[src/stream_mux_cfg.svh]
// ********************
// Stream selector configuration
// Widths, channel count, buffer depth and credit counts
// ********************

`ifndef STREAM_MUX_CFG_SVH
`define STREAM_MUX_CFG_SVH

// Word fields carried by every channel
`define DATA_WIDTH 16
`define DEST_WIDTH 8
`define USER_WIDTH 8

// Channel count and the address that picks one of them
`define CHANNEL_COUNT 5
`define CHANNEL_INDEX_WIDTH 3

// Each source starts with one credit per buffer slot
`define BUFFER_DEPTH 4

// Credits the sink grants after reset
`define OUTPUT_CREDITS 4
`define CREDIT_COUNT_WIDTH 4

`endif

[src/stream_mux_pkg.sv]
// ********************
// Stream selector types
// Field vectors, channel address, credit count and scheduler states
// ********************

`include "stream_mux_cfg.svh"

package stream_mux_pkg;

    // Fields of one stream word
    typedef logic [`DATA_WIDTH-1:0] sample_t;
    typedef logic [`DEST_WIDTH-1:0] dest_t;
    typedef logic [`USER_WIDTH-1:0] user_t;

    // Address of a source channel, values at or above CHANNEL_COUNT select nothing
    typedef logic [`CHANNEL_INDEX_WIDTH-1:0] channel_index_t;

    // Outstanding downstream credits
    typedef logic [`CREDIT_COUNT_WIDTH-1:0] credit_count_t;

    // Packet scheduler states
    typedef enum logic [0:0] {
        sched_idle,
        sched_forward
    } sched_state_t;

endpackage

[src/channel_buffer.sv]
// ********************
// Channel buffer
// Small circular FIFO for one source channel, returns a credit
// to the source one cycle after each word is drained
// ********************

`include "stream_mux_cfg.svh"

module channel_buffer (
    input  logic                     clock,
    input  logic                     reset,
    input  logic                     in_valid,
    input  logic                     in_last,
    input  stream_mux_pkg::sample_t  in_data,
    input  stream_mux_pkg::dest_t    in_dest,
    input  stream_mux_pkg::user_t    in_user,
    input  logic                     pop,
    output stream_mux_pkg::sample_t  head_data,
    output stream_mux_pkg::dest_t    head_dest,
    output stream_mux_pkg::user_t    head_user,
    output logic                     head_last,
    output logic                     not_empty,
    output logic                     credit_return
);
    import stream_mux_pkg::*;

    localparam int PTR_WIDTH = (`BUFFER_DEPTH > 1) ? $clog2(`BUFFER_DEPTH) : 1;
    localparam int COUNT_WIDTH = $clog2(`BUFFER_DEPTH + 1);

    sample_t mem_data [`BUFFER_DEPTH];
    dest_t   mem_dest [`BUFFER_DEPTH];
    user_t   mem_user [`BUFFER_DEPTH];
    logic    mem_last [`BUFFER_DEPTH];

    logic [PTR_WIDTH-1:0]   wr_ptr;
    logic [PTR_WIDTH-1:0]   rd_ptr;
    logic [COUNT_WIDTH-1:0] count;
    logic                   do_pop;

    // The scheduler only pops a non-empty buffer, this keeps the pointers safe anyway
    assign do_pop = pop & not_empty;
    assign not_empty = (count != '0);

    assign head_data = mem_data[rd_ptr];
    assign head_dest = mem_dest[rd_ptr];
    assign head_user = mem_user[rd_ptr];
    assign head_last = mem_last[rd_ptr];

    // Storage, the source never writes without a free slot
    always_ff @(posedge clock) begin
        if (in_valid) begin
            mem_data[wr_ptr] <= in_data;
            mem_dest[wr_ptr] <= in_dest;
            mem_user[wr_ptr] <= in_user;
            mem_last[wr_ptr] <= in_last;
        end
    end

    always_ff @(posedge clock) begin
        if (!reset) begin
            wr_ptr        <= '0;
            rd_ptr        <= '0;
            count         <= '0;
            credit_return <= 1'b0;
        end else begin
            if (in_valid) begin
                if (wr_ptr == PTR_WIDTH'(`BUFFER_DEPTH - 1)) begin
                    wr_ptr <= '0;
                end else begin
                    wr_ptr <= wr_ptr + 1'b1;
                end
            end
            if (do_pop) begin
                if (rd_ptr == PTR_WIDTH'(`BUFFER_DEPTH - 1)) begin
                    rd_ptr <= '0;
                end else begin
                    rd_ptr <= rd_ptr + 1'b1;
                end
            end
            // Occupancy is unchanged when a write and a pop meet
            case ({in_valid, do_pop})
                2'b10: count <= count + 1'b1;
                2'b01: count <= count - 1'b1;
                default: count <= count;
            endcase
            // One credit back to the source for every drained word
            credit_return <= do_pop;
        end
    end

endmodule

[src/output_credit_counter.sv]
// ********************
// Output credit counter
// Tracks the words the sink has granted but not yet received
// ********************

`include "stream_mux_cfg.svh"

module output_credit_counter (
    input  logic clock,
    input  logic reset,
    input  logic pop,
    input  logic out_credit,
    output logic credit_available
);
    import stream_mux_pkg::*;

    credit_count_t count;

    always_ff @(posedge clock) begin
        if (!reset) begin
            count <= credit_count_t'(`OUTPUT_CREDITS);
        end else begin
            // A pop spends a credit and a pulse grants one, both together cancel out
            case ({pop, out_credit})
                2'b10: count <= count - 1'b1;
                2'b01: count <= count + 1'b1;
                default: count <= count;
            endcase
        end
    end

    assign credit_available = (count != '0);

endmodule

[src/packet_scheduler_fsm.sv]
// ********************
// Packet scheduler
// Samples the address between packets and pops the chosen
// buffer word by word until the last word has gone out
// ********************

`include "stream_mux_cfg.svh"

module packet_scheduler_fsm (
    input  logic                           clock,
    input  logic                           reset,
    input  stream_mux_pkg::channel_index_t address,
    input  logic                           not_empty [`CHANNEL_COUNT],
    input  logic                           head_last [`CHANNEL_COUNT],
    input  logic                           credit_available,
    output stream_mux_pkg::channel_index_t select,
    output logic                           pop
);
    import stream_mux_pkg::*;

    sched_state_t state;
    logic         address_ready;
    logic         selected_not_empty;
    logic         selected_last;

    // Addresses outside the channel range never match, so they start nothing
    always_comb begin
        address_ready = 1'b0;
        for (int c = 0; c < `CHANNEL_COUNT; c++) begin
            if (address == channel_index_t'(c)) begin
                address_ready = not_empty[c];
            end
        end
    end

    // The latched select always names an existing channel
    always_comb begin
        selected_not_empty = 1'b0;
        selected_last      = 1'b0;
        for (int c = 0; c < `CHANNEL_COUNT; c++) begin
            if (select == channel_index_t'(c)) begin
                selected_not_empty = not_empty[c];
                selected_last      = head_last[c];
            end
        end
    end

    // At most one word per cycle, and only with a sink credit in hand
    assign pop = (state == sched_forward) && selected_not_empty && credit_available;

    always_ff @(posedge clock) begin
        if (!reset) begin
            state  <= sched_idle;
            select <= '0;
        end else begin
            case (state)
                sched_idle: begin
                    if (address_ready) begin
                        select <= address;
                        state  <= sched_forward;
                    end
                end
                sched_forward: begin
                    // The packet ends with the word that carries last
                    if (pop && selected_last) begin
                        state <= sched_idle;
                    end
                end
                default: state <= sched_idle;
            endcase
        end
    end

endmodule

[src/stream_select_mux.sv]
// ********************
// Output select stage
// Registers the popped head word of the selected channel
// onto the output stream
// ********************

`include "stream_mux_cfg.svh"

module stream_select_mux (
    input  logic                           clock,
    input  logic                           reset,
    input  stream_mux_pkg::channel_index_t select,
    input  logic                           pop,
    input  stream_mux_pkg::sample_t        head_data [`CHANNEL_COUNT],
    input  stream_mux_pkg::dest_t          head_dest [`CHANNEL_COUNT],
    input  stream_mux_pkg::user_t          head_user [`CHANNEL_COUNT],
    input  logic                           head_last [`CHANNEL_COUNT],
    output logic                           out_valid,
    output stream_mux_pkg::sample_t        out_data,
    output stream_mux_pkg::dest_t          out_dest,
    output stream_mux_pkg::user_t          out_user,
    output logic                           out_last
);

    // Valid marks exactly the cycles that carry a popped word
    always_ff @(posedge clock) begin
        if (!reset) begin
            out_valid <= 1'b0;
        end else begin
            out_valid <= pop;
        end
    end

    // Payload only changes when a word is popped, select is always in range here
    always_ff @(posedge clock) begin
        if (pop) begin
            out_data <= head_data[select];
            out_dest <= head_dest[select];
            out_user <= head_user[select];
            out_last <= head_last[select];
        end
    end

endmodule

[src/stream_mux_top.sv]
// ********************
// Packet-aware stream selector
// Five credit-controlled source channels forwarded one packet
// at a time onto a single credit-controlled output stream
// ********************

`include "stream_mux_cfg.svh"

module stream_mux_top (
    input  logic                           clock,
    input  logic                           reset,
    input  stream_mux_pkg::channel_index_t address,
    input  logic                           out_credit,
    input  logic                           in_valid [`CHANNEL_COUNT],
    input  stream_mux_pkg::sample_t        in_data [`CHANNEL_COUNT],
    input  stream_mux_pkg::dest_t          in_dest [`CHANNEL_COUNT],
    input  stream_mux_pkg::user_t          in_user [`CHANNEL_COUNT],
    input  logic                           in_last [`CHANNEL_COUNT],
    output logic                           credit_return [`CHANNEL_COUNT],
    output logic                           out_valid,
    output stream_mux_pkg::sample_t        out_data,
    output stream_mux_pkg::dest_t          out_dest,
    output stream_mux_pkg::user_t          out_user,
    output logic                           out_last
);
    import stream_mux_pkg::*;

    sample_t        head_data [`CHANNEL_COUNT];
    dest_t          head_dest [`CHANNEL_COUNT];
    user_t          head_user [`CHANNEL_COUNT];
    logic           head_last [`CHANNEL_COUNT];
    logic           not_empty [`CHANNEL_COUNT];
    logic           buffer_pop [`CHANNEL_COUNT];
    channel_index_t select;
    logic           pop;
    logic           credit_available;

    for (genvar c = 0; c < `CHANNEL_COUNT; c++) begin : g_channel
        // Only the buffer named by the latched select sees the pop
        assign buffer_pop[c] = pop && (select == channel_index_t'(c));

        channel_buffer channel_buffer_i (
            .clock         (clock),
            .reset         (reset),
            .in_valid      (in_valid[c]),
            .in_last       (in_last[c]),
            .in_data       (in_data[c]),
            .in_dest       (in_dest[c]),
            .in_user       (in_user[c]),
            .pop           (buffer_pop[c]),
            .head_data     (head_data[c]),
            .head_dest     (head_dest[c]),
            .head_user     (head_user[c]),
            .head_last     (head_last[c]),
            .not_empty     (not_empty[c]),
            .credit_return (credit_return[c])
        );
    end

    packet_scheduler_fsm packet_scheduler_fsm_i (
        .clock            (clock),
        .reset            (reset),
        .address          (address),
        .not_empty        (not_empty),
        .head_last        (head_last),
        .credit_available (credit_available),
        .select           (select),
        .pop              (pop)
    );

    output_credit_counter output_credit_counter_i (
        .clock            (clock),
        .reset            (reset),
        .pop              (pop),
        .out_credit       (out_credit),
        .credit_available (credit_available)
    );

    stream_select_mux stream_select_mux_i (
        .clock     (clock),
        .reset     (reset),
        .select    (select),
        .pop       (pop),
        .head_data (head_data),
        .head_dest (head_dest),
        .head_user (head_user),
        .head_last (head_last),
        .out_valid (out_valid),
        .out_data  (out_data),
        .out_dest  (out_dest),
        .out_user  (out_user),
        .out_last  (out_last)
    );

endmodule

[config.mk]
export PLATFORM = sky130hd
export DESIGN_NAME = stream_mux_top
export DESIGN_NICKNAME = d
export VERILOG_FILES = /design/src/stream_mux_pkg.sv /design/src/channel_buffer.sv /design/src/output_credit_counter.sv /design/src/packet_scheduler_fsm.sv /design/src/stream_select_mux.sv /design/src/stream_mux_top.sv
export VERILOG_INCLUDE_DIRS = /design/src
export SDC_FILE = /design/constraint.sdc
export NUM_CORES = 1
export LEC_CHECK = 0
export ABC_AREA = 0
export ABC_CLOCK_PERIOD_IN_PS = 9900
export BUFFER_PORTS_ARGS = -buffer_cell sky130_fd_sc_hd__buf_2
export CAP_MARGIN = 5
export CORE_ASPECT_RATIO = 1.4
export CORE_MARGIN = 1.5
export CORE_UTILIZATION = 35
export CTS_BUF_LIST = sky130_fd_sc_hd__clkbuf_16
export DETAILED_ROUTE_END_ITERATION = 10
export GPL_ROUTABILITY_DRIVEN = 0
export PLACE_DENSITY_LB_ADDON = 0.05
export SLEW_MARGIN = 20
export SYNTH_ARGS = -nofsm -noshare
export SYNTH_HDL_FRONTEND = slang
export SYNTH_SLANG_ARGS = --single-unit
[constraint.sdc]
create_clock -name clock -period 9.9 [get_ports clock]
set_input_delay 1.485 -clock clock [delete_from_list [all_inputs] [get_ports clock]]
set_output_delay 1.485 -clock clock [all_outputs]
set_load 0.01 [all_outputs]
* Word-level counts from Yosys, hierarchy flattened
Memories as Yosys holds them, arrays and structs flattened. A register that Yosys moved wholly into a read port is not among the register bits.
Index checks and enable logic that the tools add are counted.
** Storage, ports and cells
- Flip-flop bits (word level) :: 82
- Latch bits :: 0
- Bits in writable memories :: 660
- ROM bits :: 0
- Input bits :: 176
- Output and inout port bits :: 39
- Word-level logic and storage cells :: 227
- Memories kept :: 20
** Memory list
- g_channel[0].channel_buffer_i.mem_data :: depth 4, bits a word 16, rd ports 1, clocked after memory_dff 1, write ports 1, RTL line channel_buffer.sv:30 : sample_t mem_data [`BUFFER_DEPTH];
- g_channel[1].channel_buffer_i.mem_data :: depth 4, bits a word 16, rd ports 1, clocked after memory_dff 1, write ports 1, RTL line channel_buffer.sv:30
- g_channel[2].channel_buffer_i.mem_data :: depth 4, bits a word 16, rd ports 1, clocked after memory_dff 1, write ports 1, RTL line channel_buffer.sv:30
- g_channel[3].channel_buffer_i.mem_data :: depth 4, bits a word 16, rd ports 1, clocked after memory_dff 1, write ports 1, RTL line channel_buffer.sv:30
- g_channel[4].channel_buffer_i.mem_data :: depth 4, bits a word 16, rd ports 1, clocked after memory_dff 1, write ports 1, RTL line channel_buffer.sv:30
- g_channel[0].channel_buffer_i.mem_dest :: depth 4, bits a word 8, rd ports 1, clocked after memory_dff 1, write ports 1, RTL line channel_buffer.sv:31 : dest_t mem_dest [`BUFFER_DEPTH];
- 14 more memories
** Operators by class
- Add/sub/neg operators :: 22
- $mul :: 0
- Divide/modulo/power cells :: 0
- $lt $le $gt $ge :: 1
- Equal/unequal tests :: 30
- Shift-type cells :: 0
- Mux-type cells :: 96
- Bitwise logic cells :: 7
- Reduce and logical (&&, ||, !) cells :: 23
** Operators by type and width (count)
- two-way mux 2 bit :: 50
- binary-select mux 16 bit (select 3 bit) :: 1
- binary-select mux 8 bit (select 3 bit) :: 2
- == test 2 bit, second input constant :: 16
- two-way mux 16 bit :: 2
- two-way mux 8 bit :: 4
- one-hot mux 3 bit (2 select lines) :: 5
- two-way mux 1 bit :: 29
- adder 2 x 1 -> 2 bit, second input constant :: 10
- adder 3 x 1 -> 3 bit, second input constant :: 5
- nonzero test 3 bit :: 5
- subtractor 3 x 1 -> 3 bit, second input constant :: 5
- == test 2 x 1 -> 1 bit, second input constant :: 6
- == test 3 x 2 -> 1 bit, second input constant :: 4
- nonzero test 2 bit :: 6
- logical AND 1 bit :: 8
- one-hot mux 4 bit (2 select lines) :: 1
- == test 3 x 1 -> 1 bit, second input constant :: 2
- == test 3 bit, second input constant :: 2
- zero test 3 bit :: 2
- AND 1 bit :: 5
- adder 4 x 1 -> 4 bit, second input constant :: 1
- greater-or-equal comparator 4 bit, second input constant :: 1
- NOT 3 -> 4 bit :: 1
- 6 further kinds :: 6

* Longest topological paths before layout
Gate-level depths: netlist of run 1.
- Word-level depth :: 12
- Depth in mapped cells :: 13
- Gate-level depth less buffers :: 12

* Hierarchy
Synthesis of run 1 repeated with hierarchy kept, for this count alone.
** Second synthesis, totals
- Cells, all modules :: 1389
- Area, all modules :: 29558.3 um2
** By module, submodules not included
- channel_buffer :: instances 5, cells an instance 225, area an instance 5290.1 um2, seq. area each 4164.0 um2
- stream_select_mux :: instances 1, cells an instance 189, area an instance 2434.8 um2, seq. area each 1011.0 um2
- packet_scheduler_fsm :: instances 1, cells an instance 43, area an instance 326.6 um2, seq. area each 80.1 um2
- output_credit_counter :: instances 1, cells an instance 27, area an instance 282.8 um2, seq. area each 80.1 um2
- stream_mux_top :: instances 1, cells an instance 5, area an instance 63.8 um2, seq. area each 0.0 um2

* Worst setup path before layout of run 1
OpenSTA, ideal clock, no wires.
- Path type :: reg-to-reg
- Start :: register packet_scheduler_fsm_i.select[0]
- End :: register output_credit_counter_i.count[3]
- Setup time :: 0.070 ns
- Data arrival time :: 4.601 ns
- Data required time :: 9.830 ns
- Setup slack :: 5.229 ns
- Cell stages (with the launch flop) :: 14
- Buffers on the path :: 2
- Clock period less this slack :: 4.671 ns
- Path through :: dfxtp_1 -> buf_2 -> buf_2 -> nand3b_1 -> a41oi_1 -> inv_1 -> ha_1 -> inv_1 -> ha_1 -> a21o_1 -> a21oi_1 -> xnor2_1 -> or3_1 -> a21oi_1
** On the way
- Cells in the longest elaborated chain, start to end :: 10
- Elaborated cells on any way between the ends :: 16
- Those cells by class :: 6 x eq/ne; 6 x mux; 4 x reduce/logical
** Ends and longest elaborated chain
- start, declared :: RTL line packet_scheduler_fsm.sv:16 : output stream_mux_pkg::channel_index_t select,
- start signal, assigned :: RTL line packet_scheduler_fsm.sv:59 : select <= address;
- zero test 3 bit :: RTL line packet_scheduler_fsm.sv:41 : if (select == channel_index_t'(c)) begin
- two-way mux 1 bit (4 in a row) :: RTL line packet_scheduler_fsm.sv:41
- two-way mux 1 bit (*) :: RTL line packet_scheduler_fsm.sv:41
- logical AND 1 bit (*) (2 in a row) :: RTL line packet_scheduler_fsm.sv:49 : assign pop = (state == sched_forward) && selected_not_empty && credit_available;
- named net output_credit_counter_i.pop :: RTL line output_credit_counter.sv:11 : input logic pop,
- == test 2 x 1 -> 1 bit / == test 2 bit (equally long branches) :: RTL line output_credit_counter.sv:24 : case ({pop, out_credit})
- one-hot mux 4 bit (2 select lines) / nonzero test 2 bit (equally long branches)
- end signal, assigned :: RTL line output_credit_counter.sv:25 : 2'b10: count <= count - 1'b1;
- end signal, assigned :: RTL line output_credit_counter.sv:26 : 2'b01: count <= count + 1'b1;
- end signal, assigned :: RTL line output_credit_counter.sv:27 : default: count <= count;
- end, declared :: RTL line output_credit_counter.sv:17 : credit_count_t count;
Mark *: on every way through the listed nets, which the timed path passes. The rest lies on a longest branch.
A chain may end at the register's enable or synchronous reset.

* Final worst setup path of run 1
Ends and elaborated chain as after synthesis.

==> metrics.md, run 1 <==
| Metric | Value |
|---|---|
| Status | complete, no violations |
| TritonCTS buffer count | 80 |
| Post-synthesis compound-gate area fraction | 1.88% |
| Synth warn | 0 |
| R2r worst-path depth | 13 |
| CP Data Arrival Time | 4.44 ns |
| Chip height | 343 um |
| Max frequency | 257 MHz |
| Register area share after synthesis | 76.1% |
| Largest net degree at the start of global routing | 43 |
| Synthesized flop and latch total | 752 |
| DR iter-0 viols | 778 |
| Buffers on Ports | 214 |
| Post-DP HPWL | 49200 um |
| Final worst slack | 6.01 ns |
| Core footprint | 81800 um2 |
| Mux share of post-synthesis cell area | 16.0% |
| Pre-antenna DRT Iters | 5 |
| CTS tree | yes |
| Pre-CTS WS | 5.95 ns |
| Cell count after synthesis | 1297 |
| Pleak | 11.2 nW |
| Power density over the cells | 213 nW/um2 |
| Yosys top cell area share | 72.0% |
| Most common cell in the netlist | edfxtp_1 |
| Fin nets | 1779 |
| Worst Hold End | g_channel[4].channel_buffer_i.count[2]$_SDFFE_PN0P_ |
| CTS resizes | 0 |
| WL per Instance | 28.6 um |
| Worst skew pair latency | 0.63 ns |
| Clk slew on worst S/H paths | 0.06 ns |
| Final worst-path cycle share | 39.3% |
| Main synth FF type | edfxtp_1 |
| Clk sink count | 752 |
| Crit path kind | reg -> reg |
| Internal power | 5.63 mW |
| Slew @ Worst Pin | 1.08 ns |
| Post-CTS Setup Inserts | 0 |
| Slew headroom | 27.7% |
| Setup tns final | 0 ns |
| Max-cap viol count | 0 |
| Initial antenna violation count | 28 |
| Starting Density | 35.3% |
| Top cells by count, synth | edfxtp_1, mux4_2, dfxtp_1 |
| Post-Synth Simple-Gate Area | 1.91% |
| Clock Power Share | 42.2% |
| CTS root buf | clkbuf_16 |
| Net Sw Frac | 21.9% |
| DIE WIDTH | 246 um |
| Syn Area/Cell | 22.3 um2 |
| Final ANT Viol Nets | 0 |
| Hold Crit Depth | 2 |
| Setup crit end kind | register |
| Post-synth EDFFs | 693 |
| Share of cells above drive strength 1 | 37.3% |
| Vias per cell | 5.07 |
| Reg2reg start | packet_scheduler_fsm_i.select[0]$_SDFFE_PN0P_ |
| Synth Area in XOR/XNOR | 0.394% |
| DR vias | 13700 |
| Psw | 1.58 mW |
| Hold crit path type | reg -> reg |
| Post-Synth Adder-Cell Area | 1.84% |
| Min-Delay Startpoint | g_channel[4].channel_buffer_i.count[2]$_SDFFE_PN0P_ |
| Die area | 84300 um2 |
| CP startpoint kind | register |
| Vias in the first global route | 14600 |
| IO Count | 215 |
| Mapped cell area | 28900 um2 |
| Synthesis-to-finish area growth | 17.3% |
| GRT overflow | 0 |
| H-tree depth | 3 |
| Clk_skew | 0.0195 ns |
| Tmin final | 3.89 ns |
| Yosys top cell by area | edfxtp_1 |
| Final slew viol count | 0 |
| Synth cell types | 46 |
| Hold Fails Final Rpt | 0 |
| Worst r2r dst | output_credit_counter_i.count[3]$_SDFFE_PN0P_ |
| Max Root-Sink Buffers | 3 |
| Row count | 124 |
| Largest family of logic cells by synthesized area | multiplexers |
| WL final | 77400 um |
| Area contributors post-synth | edfxtp_1, mux4_2, dfxtp_1 |
| DRC viols | 0 |
| Syn_nets | 1512 |
| Reg2Reg Setup Slack | 6.01 ns |
| Post-CTS Hold Buffers | 0 |
| First-pass GRT wire length | 109000 um |
| Data required, critical path | 10.45 ns |
| RSZ-0062 raised after global routing | false |
| Reg power frac | 50.9% |
| Async S/R FF share, synth | 0% |
| Maximum VDD drop | 0.129 mV |
| Finish-stage setup viols | 0 |
| GRT Util Overall | 18.8% |
| Combinational Power Share | 6.8% |
| CP max FO | 22 |
==> state kept, by name, summed over array words and instances (netlist names), named ones only <==
name	cells
output_credit_counter_i.count	4
stream_select_mux_i.out_valid	1
stream_select_mux_i.out_last	1
stream_select_mux_i.out_user	8
g_channel.channel_buffer_i.mem_dest	160
g_channel.channel_buffer_i.mem_user	160
g_channel.channel_buffer_i.count	15
stream_select_mux_i.out_data	16
g_channel.channel_buffer_i.mem_data	320
g_channel.channel_buffer_i.wr_ptr	10
packet_scheduler_fsm_i.state	1
g_channel.channel_buffer_i.rd_ptr	10
g_channel.channel_buffer_i.credit_return	5
packet_scheduler_fsm_i.select	3
stream_select_mux_i.out_dest	8
g_channel.channel_buffer_i.mem_last	20
==> kinds of logic after synthesis <==
family,Yosys count
buf+inv,98
fa+ha+maj,39
xor+xnor,13
flops,752
simple gates,109
mux,213
compound gates,73
==> critical path: stages, from the launching register on <==
cell and delay, ns:
dfxtp_2 0.84, buf_4 0.53, nor3b_1 0.42, o31ai_1 0.24
a41oi_4 0.20, inv_1 0.09, ha_1 0.21, inv_1 0.12
ha_1 0.24, a21o_1 0.17, a21oi_1 0.17, xnor2_1 0.10
or3_1 0.30, a21oi_1 0.14
==> area by class of cell <==
type | count | area, um2
Timing Repair Buffer | 248 | 1330
Sequential cell | 752 | 22000
Inverter | 35 | 131
Clock buffer | 83 | 2080
Tap cell | 1071 | 1340
Multi-Input combinational cell | 447 | 6410
Clock inverter | 63 | 592
Fill cell | 7218 | 47900
Antenna cell | 8 | 20.0
==> power by group through the flow <==
| stage | Sequential (mW) | Clock [mW] | Combinational [mW] |
|---|---|---|---|
| 6_report | 3.67 | 3.05 | 0.492 |
| 2_1_floorplan | 3.72 | 0 | 0.266 |
| 4_1_cts | 3.67 | 3.14 | 0.511 |
| 5_1_grt | 3.68 | 3.25 | 0.532 |
| 3_5_place_dp | 3.74 | 0 | 0.510 |
| 3_3_place_gp | 3.74 | 0 | 0.502 |
==> layout by cell type, fill, tap and decap left out, drive strengths merged, types with 2 or more instances in the layout <==
master	count
edfxtp	693
buf	248
mux4	197
clkbuf	83
dfxtp	59
nor2	48
inv	48
ha	33
clkinv	33
a22o	32
a21oi	21
and2	20
mux2i	16
or3	12
xor2	12
bufinv	11
nand2	10
diode	8
o21ai	8
fa	6
clkinvlp	6
nor3	5
a211oi	3
o31ai	2
or3b	2
or2	2
nor4	2
nor3b	2
==> worst max-delay path by stage <==
stage,start,endpoint,cells after the start
4_1_cts,packet_scheduler_fsm_i.select[0]$_SDFFE_PN0P_,output_credit_counter_i.count[3]$_SDFFE_PN0P_,13
3_3_place_gp,packet_scheduler_fsm_i.select[0]$_SDFFE_PN0P_,output_credit_counter_i.count[3]$_SDFFE_PN0P_,13
5_1_grt,packet_scheduler_fsm_i.select[0]$_SDFFE_PN0P_,output_credit_counter_i.count[3]$_SDFFE_PN0P_,13
2_1_floorplan,packet_scheduler_fsm_i.select[0]$_SDFFE_PN0P_,output_credit_counter_i.count[3]$_SDFFE_PN0P_,13
6_report,packet_scheduler_fsm_i.select[0]$_SDFFE_PN0P_,output_credit_counter_i.count[3]$_SDFFE_PN0P_,13
3_5_place_dp,packet_scheduler_fsm_i.select[0]$_SDFFE_PN0P_,output_credit_counter_i.count[3]$_SDFFE_PN0P_,13
==> layer usage <==
layer	GRT usage, %	wire length (um)	up-vias
met5	0	179	-
met4	5.69	1570	28
met3	4.35	4420	119
met2	32.4	39700	338
met1	23.4	31500	7315
li1	-	-	5918
==> metrics by stage <==
step / hold slack [ns] / cells / utilization [%] / power [mW] / instance area (um2)
3_5_place_dp: 0.485 / 2553 / 38.2 / 4.25 / 31200
5_1_grt: 0.527 / 2701 / 41.4 / 7.46 / 33900
3_3_place_gp: 0.468 / 2553 / 38.2 / 4.24 / 31200
6_report: 0.490 / 2707 / 41.5 / 7.21 / 33900
4_1_cts: 0.492 / 2699 / 41.4 / 7.32 / 33900
2_1_floorplan: 0.453 / 1297 / - / 3.99 / 28900
(Power assumes the default switching activity.)
==> run 2, diff against run 1 <==
ABC_CLOCK_PERIOD_IN_PS = 3300   (was 9900)
clock period = 3.3 ns   (was 9.9 ns; I/O delays follow)
==> metrics.md, run 2 (same netlist as run 1, synthesis figures left out) <==
| Metric | Value |
|---|---|
| Post-CTS Hold Buffers | 0 (unchanged) |
| Final worst-path cycle share | 88.2% (+49 points) |
| IO Count | 215 (unchanged) |
| TritonCTS buffer count | 78 (-2.5%) |
| CP max FO | 7 (-68%) |
| Clk sink count | 752 (unchanged) |
| Worst skew pair latency | 0.63 ns (about the same) |
| FILL cells | 7152 (-0.91%) |
| Fin nets | 1797 (+1.0%) |
| Commonest non-fill, non-tap cell in the layout | edfxtp_1 |
| Buffers on Ports | 214 (unchanged) |
| WL final | 77900 um (+0.64%) |
| Power density over the cells | 622 nW/um2 (+190%) |
| Hold Fails Final Rpt | 0 (unchanged) |
| Initial antenna violation count | 36 (+29%) |
| Pre-CTS WS | 0.412 ns (-5.53 ns) |
| Synthesis-to-finish area growth | 18.0% |
| Max reg flops | 320 (unchanged) |
| Slew headroom | 43.6% (+16 points) |
| H-tree depth | 3 (unchanged) |
| Final slew viol count | 0 (unchanged) |
| Setup tns final | 0 ns (unchanged) |
| Max-cap viol count | 0 (unchanged) |
| Crit path kind | reg -> reg |
| CP Data Arrival Time | 3.47 ns (-0.97 ns) |
| Setup crit end kind | register |
| GRT Util Overall | 19.0% (+0.24 points) |
| Pre-antenna DRT Iters | 5 (unchanged) |
| Post-CTS Setup Inserts | 0 (unchanged) |
| Pleak | 11.3 nW (+0.87%) |
| CP cell instances | nor3b_1 > o31ai_1 > a41oi_4 > inv_1 > ha_1 > inv_1 > ha_1 > a21o_1 > a21oi_1 > xnor2_1 > or3_1 > a21oi_1 |
| Largest net degree at the start of global routing | 35 (-19%) |
| Data required, critical path | 3.86 ns (-6.59 ns) |
| CTS tree | yes |
| Max frequency | 344 MHz (+34%) |
| Share of cells above drive strength 1 | 37.4% (+0.047 points) |
| Largest Register | g_channel.channel_buffer_i.mem_data |
| Starting Density | 35.3% (unchanged) |
| CTS resizes | 0 (unchanged) |
| First-pass GRT wire length | 110000 um (+1.2%) |
| Placed cell areas | 31600 um2 (+1.1%) |
| CP startpoint kind | register |
| DRC viols | 0 (unchanged) |
| Die area | 84300 um2 (unchanged) |
| CTS root buf | clkbuf_16 |
| Tmin final | 2.91 ns (-0.983 ns) |
| Largest stage delay on the critical path | 0.42 ns (-0.42 ns) |
| Maximum VDD drop | 0.330 mV (+160%) |
| Clk_skew | 0.0234 ns (+0.00390 ns) |
| Vias per cell | 5.05 (-0.35%) |
| Vias in the first global route | 14700 (+0.67%) |
| Finish-stage setup viols | 0 (unchanged) |
| GRT overflow | 0 (unchanged) |
| Clk slew on worst S/H paths | 0.06 ns (about the same) |
| RSZ-0062 raised after global routing | false |
| Final worst slack | 0.391 ns (-5.62 ns) |
| DR vias | 13800 (+0.31%) |
| Final ANT Viol Nets | 0 (unchanged) |
| Top flop regs | g_channel.channel_buffer_i.mem_data (320), g_channel.channel_buffer_i.mem_dest (160), g_channel.channel_buffer_i.mem_user (160) |
| Bufs and invs on worst path | 2 (-1) |
| Chip height | 343 um (unchanged) |
| Row count | 124 (unchanged) |
| Worst path slowest cell | nor3b_1 |
| DR iter-0 viols | 943 (+21%) |
| Max Root-Sink Buffers | 3 (unchanged) |
| Core footprint | 81800 um2 (unchanged) |
| DIE WIDTH | 246 um (unchanged) |
| WL per Instance | 28.6 um (about the same) |
| Status | complete, no violations |
| Final instance area | 34100 um2 (+0.58%) |
| Cell family with most CP delay | compound AO/OA/AOI/OAI gates |
| Hold crit path type | in -> reg |
| Slew @ Worst Pin | 0.847 ns (-0.238 ns) |
| Commonest non-fill, non-tap cells in the layout | edfxtp_1, buf_2, mux4_2 |
| Post-DP HPWL | 52000 um (+5.7%) |
==> run 2: report_power, final <==
group	internal, mW	total, mW	switching (mW)
clock	5.04	8.72	3.68
combinational	0.616	1.51	0.895
sequential	10.9	11.0	0.131
==> run 2: path summary, 6_finish.rpt <==
path	from	to	slack, ns	cells past startpoint
worst max-delay path	packet_scheduler_fsm_i.select[0]$_SDFFE_PN0P_	output_credit_counter_i.count[3]$_SDFFE_PN0P_	0.39	12
worst min-delay path	reset	output_credit_counter_i.count[2]$_SDFFE_PN1P_	0.08	2
worst max register to register	packet_scheduler_fsm_i.select[0]$_SDFFE_PN0P_	output_credit_counter_i.count[3]$_SDFFE_PN0P_	0.39	12
worst min register to register	g_channel[4].channel_buffer_i.count[2]$_SDFFE_PN0P_	g_channel[4].channel_buffer_i.count[2]$_SDFFE_PN0P_	0.49	2
==> run 2: area by class of cell <==
class	instances	area (um2)	area share [%]
flip-flops and latches	752	22000	64.5
multi-input cells	447	6410	18.8
clock buffers	82	2050	6.02
repair buffers	268	1660	4.88
well taps	1071	1340	3.93
clock inverters	58	462	1.35
inverters	35	131	0.385
diodes	12	30.0	0.0881
==> run 2: metal layers <==
metal | vias to the layer above | share of wire [%] | routed length (um) | GRT usage, %
li1 | 5958 | - | - | -
met1 | 7251 | 40 | 30900 | 23.5
met2 | 360 | 50 | 39100 | 32.1
met3 | 156 | 6.1 | 4750 | 4.27
met4 | 36 | 3.7 | 2920 | 7.96
met5 | - | 0.29 | 224 | 0
==> run 2: through the flow <==
step | instances | power (mW) | hold WS, ns | util [%]
6_report | 2725 | 21.2 | 0.0763 | 41.7
3_5_place_dp | 2573 | 12.8 | 0.480 | 38.6
2_1_floorplan | 1297 | 12.0 | 0.453 | -
5_1_grt | 2713 | 21.9 | 0.0515 | 41.7
3_3_place_gp | 2573 | 12.7 | 0.466 | 38.6
4_1_cts | 2713 | 21.5 | 0.0300 | 41.7
